`src/oramConsts.svh`:
```
// Tree geometry and DRAM bus widths shared by RTL and testbench
// Geometry is sized for simulation; the derived counts assume one wasted bucket per subtree

`ifndef ORAM_CONSTS_SVH
`define ORAM_CONSTS_SVH

// ------------------------------------------------------------
// Tree geometry
// ------------------------------------------------------------
`define ORAML 3
`define NUMTOTALST 1
// DRAM words per bucket
`define BKTDRWORDS 4

// ------------------------------------------------------------
// DRAM bus
// ------------------------------------------------------------
`define DDRAWIDTH 16
`define DDRDWIDTH 64
`define DDRCWIDTH 3
`define DDR3CMDWRITE 3'd0
`define DDR3CMDREAD 3'd1

// ------------------------------------------------------------
// Bucket header layout
// ------------------------------------------------------------
`define VALIDBITS 8
`define IVWIDTH 32
`define IVINIT 32'h1357_9bdf
// Upper bits left after valid and IV, driven as zero
`define HDRSPAREBITS (`DDRDWIDTH - `VALIDBITS - `IVWIDTH)

// Buckets in the whole tree, one extra per subtree
`define ENDOFTREE ((1 << (`ORAML + 1)) + `NUMTOTALST)
// First DRAM address past the tree
`define ENDOFTREEADDR (`ENDOFTREE * `BKTDRWORDS)

`endif

```
`src/oramPkg.sv`:
```
// Payload types of the DRAM command and write-data channels
// Header view of the write word assumes spare | valid | iv from MSB down

`include "oramConsts.svh"

package oramPkg;

	// ------------------------------------------------------------
	// Command channel payload
	// ------------------------------------------------------------

	// Address in DRAM words, opcode in low bits
	typedef struct packed {
		logic [`DDRAWIDTH-1:0] address;
		logic [`DDRCWIDTH-1:0] command;
	} dramCmd_t;

	// ------------------------------------------------------------
	// Write-data channel payload
	// ------------------------------------------------------------

	// First word of every bucket
	typedef struct packed {
		// Unused upper bits
		logic [`HDRSPAREBITS-1:0] spare;
		// One bit per block slot
		logic [`VALIDBITS-1:0] valid;
		// Encryption seed
		logic [`IVWIDTH-1:0] iv;
	} bucketHeader_t;

	// Same 64 bits, read raw by the bus
	// or as a header by the initializer
	typedef union packed {
		logic [`DDRDWIDTH-1:0] raw;
		bucketHeader_t header;
	} dramWord_t;

endpackage

```
`src/dramInitializer.sv`:
```
// Writes one header word per bucket after reset, before any ORAM access
// Command and data streams run independently; done holds until the next reset

`timescale 1ns/1ps

`include "oramConsts.svh"

module dramInitializer (
	input logic Clock,
	input logic rstN,

	// Command channel toward DRAM
	output oramPkg::dramCmd_t initCmd,
	output logic initCmdValid,
	input logic initCmdReady,

	// Write-data channel toward DRAM
	output oramPkg::dramWord_t initData,
	output logic initDataValid,
	input logic initDataReady,

	output logic done
);

	// ------------------------------------------------------------
	// Tree bounds
	// ------------------------------------------------------------

	// Wide enough to hold the end count itself
	localparam int bucketCntWidth = $clog2(`ENDOFTREE + 1);

	localparam logic [`DDRAWIDTH-1:0] endOfTreeAddr = `ENDOFTREEADDR;
	localparam logic [bucketCntWidth-1:0] endOfTree = `ENDOFTREE;

	logic [`DDRAWIDTH-1:0] cmdAddr;
	logic [bucketCntWidth-1:0] bucketCnt;

	// ------------------------------------------------------------
	// Address and bucket counters
	// ------------------------------------------------------------

	// One bucket per accepted command
	stepCounter #(
		.width(`DDRAWIDTH),
		.step(`BKTDRWORDS)
	) u_cmdCnt (
		.Clock(Clock),
		.rstN(rstN),
		.enable(initCmdValid & initCmdReady),
		.count(cmdAddr)
	);

	// One header word per accepted beat
	stepCounter #(
		.width(bucketCntWidth),
		.step(1)
	) u_wrtCnt (
		.Clock(Clock),
		.rstN(rstN),
		.enable(initDataValid & initDataReady),
		.count(bucketCnt)
	);

	// ------------------------------------------------------------
	// Channel outputs
	// ------------------------------------------------------------

	// Valid straight after reset, drops at end of tree
	assign initCmdValid = (cmdAddr != endOfTreeAddr);
	assign initDataValid = (bucketCnt != endOfTree);
	assign done = ~initCmdValid & ~initDataValid;

	// Every command is a write
	assign initCmd.address = cmdAddr;
	assign initCmd.command = `DDR3CMDWRITE;

	// Same header for every bucket
	// Empty slots, seed IV, spare bits zero
	always_comb begin
		initData.header.spare = '0;
		initData.header.valid = '0;
		initData.header.iv = `IVINIT;
	end

	// ------------------------------------------------------------
	// Checks
	// ------------------------------------------------------------

	// Stalled command holds until accepted
	cmdHoldA: assert property (@(posedge Clock) disable iff (!rstN)
		initCmdValid && !initCmdReady |=> initCmdValid && $stable(initCmd));

	// Once initialized, stays initialized
	doneStickyA: assert property (@(posedge Clock) disable iff (!rstN)
		done |=> done);

endmodule

```
`src/dramPortMux.sv`:
```
// Steers the DRAM channels from the initializer, then from the ORAM controller
// Purely combinational; relies on done never falling before reset

`timescale 1ns/1ps

module dramPortMux (
	input logic Clock,
	input logic rstN,
	input logic done,

	// Initializer side
	input oramPkg::dramCmd_t initCmd,
	input logic initCmdValid,
	output logic initCmdReady,
	input oramPkg::dramWord_t initData,
	input logic initDataValid,
	output logic initDataReady,

	// ORAM controller side
	input oramPkg::dramCmd_t ctrlCmd,
	input logic ctrlCmdValid,
	output logic ctrlCmdReady,
	input oramPkg::dramWord_t ctrlData,
	input logic ctrlDataValid,
	output logic ctrlDataReady,

	// DRAM side
	output oramPkg::dramCmd_t dramCmd,
	output logic dramCmdValid,
	input logic dramCmdReady,
	output oramPkg::dramWord_t dramData,
	output logic dramDataValid,
	input logic dramDataReady
);

	// ------------------------------------------------------------
	// Command channel
	// ------------------------------------------------------------

	// Owner selected by done, no register in path
	assign dramCmd = done ? ctrlCmd : initCmd;
	assign dramCmdValid = done ? ctrlCmdValid : initCmdValid;

	// Ready only reaches the current owner
	assign initCmdReady = ~done & dramCmdReady;
	assign ctrlCmdReady = done & dramCmdReady;

	// ------------------------------------------------------------
	// Write-data channel
	// ------------------------------------------------------------

	assign dramData = done ? ctrlData : initData;
	assign dramDataValid = done ? ctrlDataValid : initDataValid;

	assign initDataReady = ~done & dramDataReady;
	assign ctrlDataReady = done & dramDataReady;

	// ------------------------------------------------------------
	// Checks
	// ------------------------------------------------------------

	// Controller traffic only once the whole tree is written
	ctrlAfterInitA: assert property (@(posedge Clock) disable iff (!rstN)
		(ctrlCmdValid && ctrlCmdReady) || (ctrlDataValid && ctrlDataReady)
		|-> done && !initCmdValid && !initDataValid);

	// Initializer stays quiet on both channels while the controller owns them
	initQuietA: assert property (@(posedge Clock) disable iff (!rstN)
		done |-> !initCmdValid && !initDataValid);

endmodule

```
`src/oramDramFront.sv`:
```
// DRAM start-up front: bucket header init, then pass-through to the ORAM controller
// Read data return is not handled here

`timescale 1ns/1ps

module oramDramFront (
	input logic Clock,
	input logic rstN,

	// ORAM controller channels
	input oramPkg::dramCmd_t ctrlCmd,
	input logic ctrlCmdValid,
	output logic ctrlCmdReady,
	input oramPkg::dramWord_t ctrlData,
	input logic ctrlDataValid,
	output logic ctrlDataReady,

	// DRAM channels
	output oramPkg::dramCmd_t dramCmd,
	output logic dramCmdValid,
	input logic dramCmdReady,
	output oramPkg::dramWord_t dramData,
	output logic dramDataValid,
	input logic dramDataReady,

	output logic initDone
);

	// ------------------------------------------------------------
	// Initializer to mux
	// ------------------------------------------------------------

	oramPkg::dramCmd_t initCmd;
	logic initCmdValid;
	logic initCmdReady;
	oramPkg::dramWord_t initData;
	logic initDataValid;
	logic initDataReady;

	dramInitializer u_init (
		.Clock(Clock),
		.rstN(rstN),
		.initCmd(initCmd),
		.initCmdValid(initCmdValid),
		.initCmdReady(initCmdReady),
		.initData(initData),
		.initDataValid(initDataValid),
		.initDataReady(initDataReady),
		.done(initDone)
	);

	// Done also selects the mux
	dramPortMux u_mux (
		.Clock(Clock),
		.rstN(rstN),
		.done(initDone),
		.initCmd(initCmd),
		.initCmdValid(initCmdValid),
		.initCmdReady(initCmdReady),
		.initData(initData),
		.initDataValid(initDataValid),
		.initDataReady(initDataReady),
		.ctrlCmd(ctrlCmd),
		.ctrlCmdValid(ctrlCmdValid),
		.ctrlCmdReady(ctrlCmdReady),
		.ctrlData(ctrlData),
		.ctrlDataValid(ctrlDataValid),
		.ctrlDataReady(ctrlDataReady),
		.dramCmd(dramCmd),
		.dramCmdValid(dramCmdValid),
		.dramCmdReady(dramCmdReady),
		.dramData(dramData),
		.dramDataValid(dramDataValid),
		.dramDataReady(dramDataReady)
	);

endmodule

```
`src/stepCounter.sv`:
```
// Free-running up-counter, wraps silently at 2**width
// Step is truncated to width bits

`timescale 1ns/1ps

module stepCounter #(
	parameter int width = 8,
	parameter int step = 1
) (
	input logic Clock,
	input logic rstN,
	input logic enable,
	output logic [width-1:0] count
);

	// ------------------------------------------------------------
	// Increment
	// ------------------------------------------------------------

	// Step sized once to the counter width
	localparam logic [width-1:0] stepVal = width'(step);

	logic [width-1:0] countNext;

	// Next value only taken when enabled
	assign countNext = count + stepVal;

	// ------------------------------------------------------------
	// State
	// ------------------------------------------------------------

	always_ff @(posedge Clock or negedge rstN) begin
		if (!rstN) begin
			count <= '0;
		end else if (enable) begin
			count <= countNext;
		end
	end

endmodule

```
`config.mk`:
```
export PLATFORM = sky130hd
export DESIGN_NAME = oramDramFront
export DESIGN_NICKNAME = d
export VERILOG_FILES = /design/src/oramPkg.sv /design/src/dramInitializer.sv /design/src/dramPortMux.sv /design/src/oramDramFront.sv /design/src/stepCounter.sv
export VERILOG_INCLUDE_DIRS = /design/src
export SDC_FILE = /design/constraint.sdc
export NUM_CORES = 1
export LEC_CHECK = 0
export ABC_AREA = 1
export BUFFER_PORTS_ARGS = -buffer_cell sky130_fd_sc_hd__buf_2
export CAP_MARGIN = 40
export CORE_MARGIN = 2
export CORE_UTILIZATION = 43
export CTS_BUF_LIST = sky130_fd_sc_hd__clkbuf_2 sky130_fd_sc_hd__clkbuf_4 sky130_fd_sc_hd__clkbuf_8
export CTS_CLUSTER_SIZE = 14
export DETAILED_ROUTE_END_ITERATION = 7
export PLACE_DENSITY = 0.95
export SLEW_MARGIN = 5
export SYNTH_ARGS = -nofsm -noshare
export SYNTH_HDL_FRONTEND = slang
export SYNTH_SLANG_ARGS = --single-unit
export TNS_END_PERCENT = 10
```
`constraint.sdc`:
```
create_clock -name Clock -period 3.8 [get_ports Clock]
set_clock_uncertainty 0.05 [all_clocks]
set_input_delay 0.38 -clock Clock [delete_from_list [all_inputs] [get_ports Clock]]
set_output_delay 0.38 -clock Clock [all_outputs]
set_load 0.005 [all_outputs]
```
# == Word level (Yosys, flattened, before mapping) ==
# Cells that the tools add are included.
# word_totals
regBits,21
in_bits,89
output_inout_bits,88
elab_cells,20
# op_classes
add_sub_neg,2
eq_ne,2
muxes,4
n_bitwise,10
# ops
cell,count
2-to-1 mux 64 bit,1
2-to-1 mux 19 bit,1
"adder 16 x 3 -> 16 bit, second input constant",1
"inequality test 16 x 7 -> 1 bit, second input constant",1
AND 1 bit,7
"adder 5 x 1 -> 5 bit, second input constant",1
"inequality test 5 bit, second input constant",1
inverter 1 bit,3
2-to-1 mux 1 bit,2

# == Depth between registers and ports, before layout ==
# Gate-level depths: netlist of the first run.
# logic_depth
word_depth,6
depth_mapped,11
mapped_depth_nobuf,10

# == By module ==
# A second synthesis of the first run with hierarchy kept.
# unflattened
cells_unflattened,490
hier_area_um2,2738.9
# by_module_without_submodules
mod,n_inst,cells_each,area_each_um2,seq_area_each_um2
dramPortMux,1,283,1127.3,0.0
stepCounter at u_init.u_cmdCnt,1,80,720.7,350.3
dramInitializer,1,100,655.6,0.0
stepCounter at u_init.u_wrtCnt,1,27,235.2,125.1

# == Least setup slack after synthesis of the first run ==
# OpenSTA, ideal clock, no wires.
# synth_timing
kind,reg2out
from,register u_init.u_cmdCnt.count[3]
to,output dramData[16] (netlist bit)
t_arrival_ns,1.315
t_required_ns,3.370
setup_slack_ns,2.055
stages_incl_launch_ff,8
path_buffers,1
cell_sequence,dfrtp_1 > inv_1 > ha_1 > nand3_1 > nor2_4 > nand3_4 > buf_6 > or2_1
# synth_rtl
item,line_no,text
"start, declared",stepCounter.sv:13,output logic [width-1:0] count
"start signal, assigned",stepCounter.sv:36,count <= countNext;
"end, declared",oramDramFront.sv:22,"output oramPkg::dramWord_t dramData,"

==> reports/results.ini, run 1 <==
[sta]
period_share_pct=73.1
rsz0062_at_grt=no
maxSlewHeadroom_pct=55.0
hold_viol=0
worstMarginPinSlew_ps=675
period_minus_slack_ps=2780
fmaxAchievable_mhz=360
setup_viol=0
final.setup.tns_ps=0
slew_viol_final=0
whs_ps=0.868
fin_ws_ps=1020

[yosys]
ys_async_sr_fraction_pct=100
yosysTopAreaCell=dfrtp_1
synth.area.top_cells=dfrtp_1 23%, nand2_1 15%, nor2_1 12%, inv_1 11%, or2_1 6.0%
synthCells=340
ys_top_cells_by_count=82 x nand2_1, 64 x nor2_1, 61 x inv_1, 20 x or2_1, 19 x dfrtp_1
syn_nets=433
synth_edf_count=0
ys_warn_count=0
yosysMostFrequentCell=nand2_1
synth_ff_type=dfrtp_1
synth_seq_area_share_pct=22.8
synth_seq_cells=19
synth.top_cell.area_share_pct=22.8
synthesis.area_sq_mm=0.00209
synth_cell_types=22
avgSynthCellArea_sq_um=6.14

[die]
die_w_microns=73.7
start_util_pct=44.5
num_rows=25
die_area_sq_mm=0.00543
core_sq_mm=0.00469
io_pins=177
die_h_microns=73.7

[pwr]
power_density_mw_per_mm2=267
cellLeakagePower_nw=2.01
ir_drop_uv=186

[global_route]
grt-ovfl-total=0
antenna_found_initial=0
grt_pass1_vias=2179
grt_max_degree=73
grt_pass1_wl_mm=10.5
grt_usage_pct=25.5

[worst_setup_path]
cp-startpoint=u_init.u_wrtCnt.count[1]
reg2reg_slack_ps=2180
path_max_fanout=72
crit_required_ps=3370
regToRegStartpoint=u_init.u_cmdCnt.count[3]
crit_arrival_ps=2350
end_kind=primary output
critPathLaunchType=register
worstSetupPathType=reg2out

[flow_run]
max-cap-violations=0

[placed_design]
hpwl_mm=6.22
place.port_buffers=176
pre_cts_ws_ps=1370
globalplace.congestion=0.931

[clock_network]
cts.repair.resized=0
cts_num_sinks=19
clock_path_buffers=2
numCtsBuffers=3
clockRootBuffer=clkbuf_8
htreeDepth=1
postCtsHoldBufs=0
clk_pin_slew_ps=70
post-cts-setup-buffer-count=0
cts_tree=yes
worst_skew_pair.late_latency_ps=260

[layout]
drive_above_1_share_pct=44.1
multiInputGateArea_sq_mm=0.00125
antenna_cells=0
n_fill_cell=441
final_nets=604
seqCellArea_sq_um=475
post-route-util_pct=63.8
area_growth_pct=43.4

[route]
detail_route.wirelength_mm=7.50
via_count=2601
via_per_inst=4.61
wl_per_cell_microns=13.3
drt_first_pass_iters=4
ant_nets=0
drc=0
drt_iter0_markers=92

[worst_hold_path]
hold_class=in2async

[status]
status=completed

## worst paths after layout
check | endpoint | cells past startpoint
max in group asynchronous | u_init.u_cmdCnt.count[7] | 1
min in group Clock | u_init.u_wrtCnt.count[3] | 3
hold reg to reg | u_init.u_wrtCnt.count[4] | 1
setup / recovery | dramData[17] | 9
hold / removal | u_init.u_cmdCnt.count[10] | 1
setup reg to reg | u_init.u_cmdCnt.count[13] | 9
## state kept, by name, indices dropped and copies added, names as in the netlist
signal / flops
u_init.u_cmdCnt.count: 14
u_init.u_wrtCnt.count: 5
## cell type report
class                           instances  area share, %
Inverter                               73           9.23
Tap cell                               54           2.26
Multi-Input combinational cell        238           41.6
Clock buffer                            4           1.63
Sequential cell                        19           15.9
Timing Repair Buffer                  176           29.4
## where the power goes
| group | total [mW] | leakage (nW) | internal, mW | switching, mW |
|---|---|---|---|---|
| clock network | 0.151 | 0.0262 | 0.0818 | 0.0690 |
| logic | 0.326 | 1.73 | 0.147 | 0.179 |
| registers | 0.324 | 0.250 | 0.252 | 0.0723 |
| total | 0.801 | 2.01 | 0.481 | 0.320 |
## layer usage
layer | GRT usage (%) | routed length (microns) | vias to the layer above
met3 | 4.12 | 776 | 7
li1 | - | - | 1321
met2 | 41.1 | 3480 | 121
met5 | 0 | 0 | -
met4 | 6.26 | 94 | 0
met1 | 35.6 | 3150 | 1152
## critical path, stage by stage (launching register included)
cell and delay (ps):
dfrtp_1 410, inv_1 70, ha_1 140, nand2_1 50, inv_1 60, nand2_1 110, inv_2 150, nand3_4 510
or2_1 430, buf_2 130
## cells by family after synthesis
kind of cell	synth area share (%)
AOI/OAI and AO/OA	1.20
xor gates and xnor gates	4.19
adders and majority gates	2.40
buffers and inverters	17.6
DFF	22.8
and+or+nand+nor	51.9
## per-stage QoR
step	total power [mW]	cells	area (sq um)
after global placement	0.633	560	2950
after CTS	0.801	564	3000
after floorplan	0.527	340	2090
after detailed placement	0.648	560	2950
after global routing	0.867	564	3000
final	0.801	564	3000
## cells in the final DEF (no fill, tap or decap)
| master | netlist | final |
|---|---|---|
| nand2_2 | 12 | 12 |
| nand3_4 | 2 | 2 |
| inv_2 | 11 | 11 |
| xnor2_1 | 5 | 5 |
| nand2_1 | 82 | 82 |
| or2_1 | 20 | 20 |
| nor2_4 | 3 | 3 |
| clkbuf_4 | 0 | 1 |
| inv_4 | 1 | 1 |
| nand4_1 | 6 | 6 |
| nor2_2 | 4 | 4 |
| clkbuf_8 | 0 | 3 |
| nand2_4 | 11 | 11 |
| nand3_1 | 14 | 14 |
| inv_1 | 61 | 61 |
| ha_1 | 4 | 4 |
| o21ai_0 | 5 | 5 |
| buf_2 | 5 | 176 |
| nand3_2 | 1 | 1 |
| nor2_1 | 64 | 64 |
| dfrtp_1 | 19 | 19 |
| xor2_1 | 5 | 5 |
Note: power is estimated with default switching activity, not from simulation.
==> inputs of run 2 (changes only) <==
Settings changed: ABC_AREA 1 to 0, CORE_UTILIZATION 43 to 32, PLACE_DENSITY 0.95 to 0.88.
Clock period 3.8 ns to 2.5 ns, I/O delays scaled along.
==> run 2 against run 1 <==
Compared with the run above: die area up 0.69%; critical path depth fell by 2; design area shrank 13%; register-to-register slack got worse by 1400 ps; first-iteration DRC count fell by 41%; global-route usage decreased by 8.9 points; core utilization down 8.6 points; setup slack got worse by 900 ps.
==> reports/results.ini, run 2 <==
[status]
status=completed

[sta]
period_minus_slack_ps=2370
fmaxAchievable_mhz=422
rsz0062_at_grt=yes
setup_viol=0  ; unchanged
slew_viol_final=0  ; unchanged
period_share_pct=94.9
hold_viol=0  ; unchanged
maxSlewHeadroom_pct=61.4  ; +6.3 points
worstMarginPinSlew_ps=575  ; -99.6 ps
final.setup.tns_ps=0  ; unchanged
fin_ws_ps=128  ; -895 ps

[global_route]
grt_usage_pct=16.6  ; -8.9 points
grt-ovfl-total=0  ; unchanged
antenna_found_initial=0  ; unchanged
grt_pass1_wl_mm=7.04  ; -33%
grt_max_degree=48  ; -34%
grt_pass1_vias=1608  ; -26%

[pwr]
total_power_mw=1.22  ; +52%
ir_drop_uv=219  ; +18%
cellLeakagePower_nw=1.53  ; -24%
power_density_mw_per_mm2=467  ; +75%

[die]
core_sq_mm=0.00472  ; +0.67%
io_pins=177  ; unchanged
die_h_microns=73.9  ; +0.35%
num_rows=25  ; unchanged
die_w_microns=73.9  ; +0.35%
start_util_pct=33.1  ; -11 points
die_area_sq_mm=0.00547  ; +0.69%

[yosys]
ys_top_cells_by_count=52 x and2_1, 20 x or3_1, 19 x dfrtp_1, 13 x a21o_1, 12 x xnor2_1
synth_seq_area_share_pct=30.4  ; +7.6 points
synth_cell_types=27  ; +23%
ys_warn_count=0  ; unchanged
synthCells=180  ; -47%
syn_nets=273  ; -37%
synth_seq_cells=19  ; unchanged
yosysMostFrequentCell=and2_1
synth.top_cell.area_share_pct=30.4  ; +7.6 points
ys_async_sr_fraction_pct=100  ; unchanged
synthesis.area_sq_mm=0.00157  ; -25%
synth_ff_type=dfrtp_1
synth.area.top_cells=dfrtp_1 30%, and2_1 21%, or3_1 8.0%, xnor2_1 6.7%, a21o_1 6.2%
avgSynthCellArea_sq_um=8.70  ; +42%
synth_edf_count=0  ; unchanged
yosysTopAreaCell=dfrtp_1

[route]
ant_nets=0  ; unchanged
drt_first_pass_iters=5  ; +1
drc=0  ; unchanged
drt_iter0_markers=54  ; -41%
wl_per_cell_microns=12.1  ; -9.2%
via_count=1939  ; -25%
detail_route.wirelength_mm=5.12  ; -32%
via_per_inst=4.57  ; -0.84%

[layout]
regMostFlops=u_init.u_cmdCnt.count
reg.largest.list=u_init.u_cmdCnt.count: 14 flops, u_init.u_wrtCnt.count: 5 flops
layout_common_cells=176 x buf_2, 52 x and2_1, 20 x or3_1
largest_register_ffs=14  ; unchanged
area_growth_pct=66.7
final_common_cell=buf_2
antenna_cells=0  ; unchanged
post-route-util_pct=55.3  ; -8.6 points
final_nets=451  ; -25%
drive_above_1_share_pct=53.5  ; +9.4 points

[worst_hold_path]
hold_start=dramCmdReady
hold_depth=3
whs_endpoint=u_init.u_cmdCnt.count[5]
hold_class=in2reg

[worst_setup_path]
crit_path_cell_trace=inv_1 > ha_1 > nor4bb_4 > nand4_2 > nor2_4 > mux2_1 > buf_2
end_kind=primary output
cpMaxStageDelayCell=dfrtp_1
regToRegStartpoint=u_init.u_cmdCnt.count[4]
cp_num_buf_inv=2  ; -2
critPathLaunchType=register
cp_top_family=simple AND/OR/NAND/NOR gates
worstRegToRegCells=4  ; -5
path_max_fanout=7  ; -90%
crit_arrival_ps=2070  ; -280 ps
r2r-end=u_init.u_cmdCnt.count[15]
worstSetupPathType=reg2out
crit_required_ps=2200  ; -1170 ps
reg2reg_slack_ps=760  ; -1420 ps
cp-startpoint=u_init.u_cmdCnt.count[3]
critPathMaxStageDelay_ps=390  ; -120 ps

[clock_network]
worst_skew_pair.late_latency_ps=250  ; about the same
numCtsBuffers=3  ; unchanged
clock_path_buffers=2  ; unchanged
cts_num_sinks=19  ; unchanged
htreeDepth=1  ; unchanged
clk_pin_slew_ps=60  ; about the same
cts_tree=yes
clockRootBuffer=clkbuf_8

[placed_design]
place.port_buffers=176  ; unchanged
globalplace.congestion=0.815  ; -12%
pre_cts_ws_ps=247  ; -1120 ps
hpwl_mm=4.15  ; -33%

[flow_run]
max-cap-violations=0  ; unchanged

## run 2: worst max path at each step
stage	cells past startpoint	to
CTS	7	dramCmd[9]
global route	7	dramCmd[5]
finish	7	dramCmd[9]
global placement	7	dramCmd[9]
floorplan	7	dramCmd[5]
detailed placement	7	dramCmd[5]
## run 2: what timing repair did
item	CTS	global route
pin swaps	2	3
setup endpoints to repair	65	86
hold buffers	1	0
cloned	0	1
gates resized for setup	1	2
setup buffers	1	1
endpoints found under the hold margin	19	0
## run 2: per-stage QoR
step                instances  cell area (sq um)  hold WS (ps)
floorplan                 180               1570         -95.6
global placement          416               2500           155
detailed placement        416               2500           160
CTS                       422               2570           268
global route              424               2610           297
finish                    424               2610           272
## run 2: report_power, final
| part | switching [mW] | leakage, nW | internal, mW | total [mW] |
|---|---|---|---|---|
| combinational | 0.180 | 1.27 | 0.265 | 0.445 |
| clock | 0.0950 | 0.0262 | 0.124 | 0.219 |
| sequential | 0.148 | 0.238 | 0.406 | 0.555 |
## run 2: area by class of cell
cell class | count | area [sq um]
Clock buffer | 4 | 48.8
Fill cell | 425 | 2110
Inverter | 4 | 15.0
Multi-Input combinational cell | 146 | 1010
Sequential cell | 19 | 477
Tap cell | 67 | 83.8
Timing Repair Buffer | 184 | 977
## run 2: kinds of logic after synthesis
family	count (synthesis)	share of synthesized area, %
mux	4	2.80
simple gates	107	41.7
buf+inv	15	6.07
compound gates	15	6.87
fa+ha+maj	4	3.20
flops	19	30.4
xor+xnor	16	8.95
## run 2: per-layer routing
layer	vias up	track usage (%)	routed length (microns)
li1	958	-	-
met1	860	19.4	2030
met2	116	28.9	2560
met3	5	3.52	448
met4	0	8.28	76
met5	-	0	0
## run 2: tightest hold or removal path: stages
cell	delay, ps
buf_2	130
nand4_1	100
xnor2_1	60
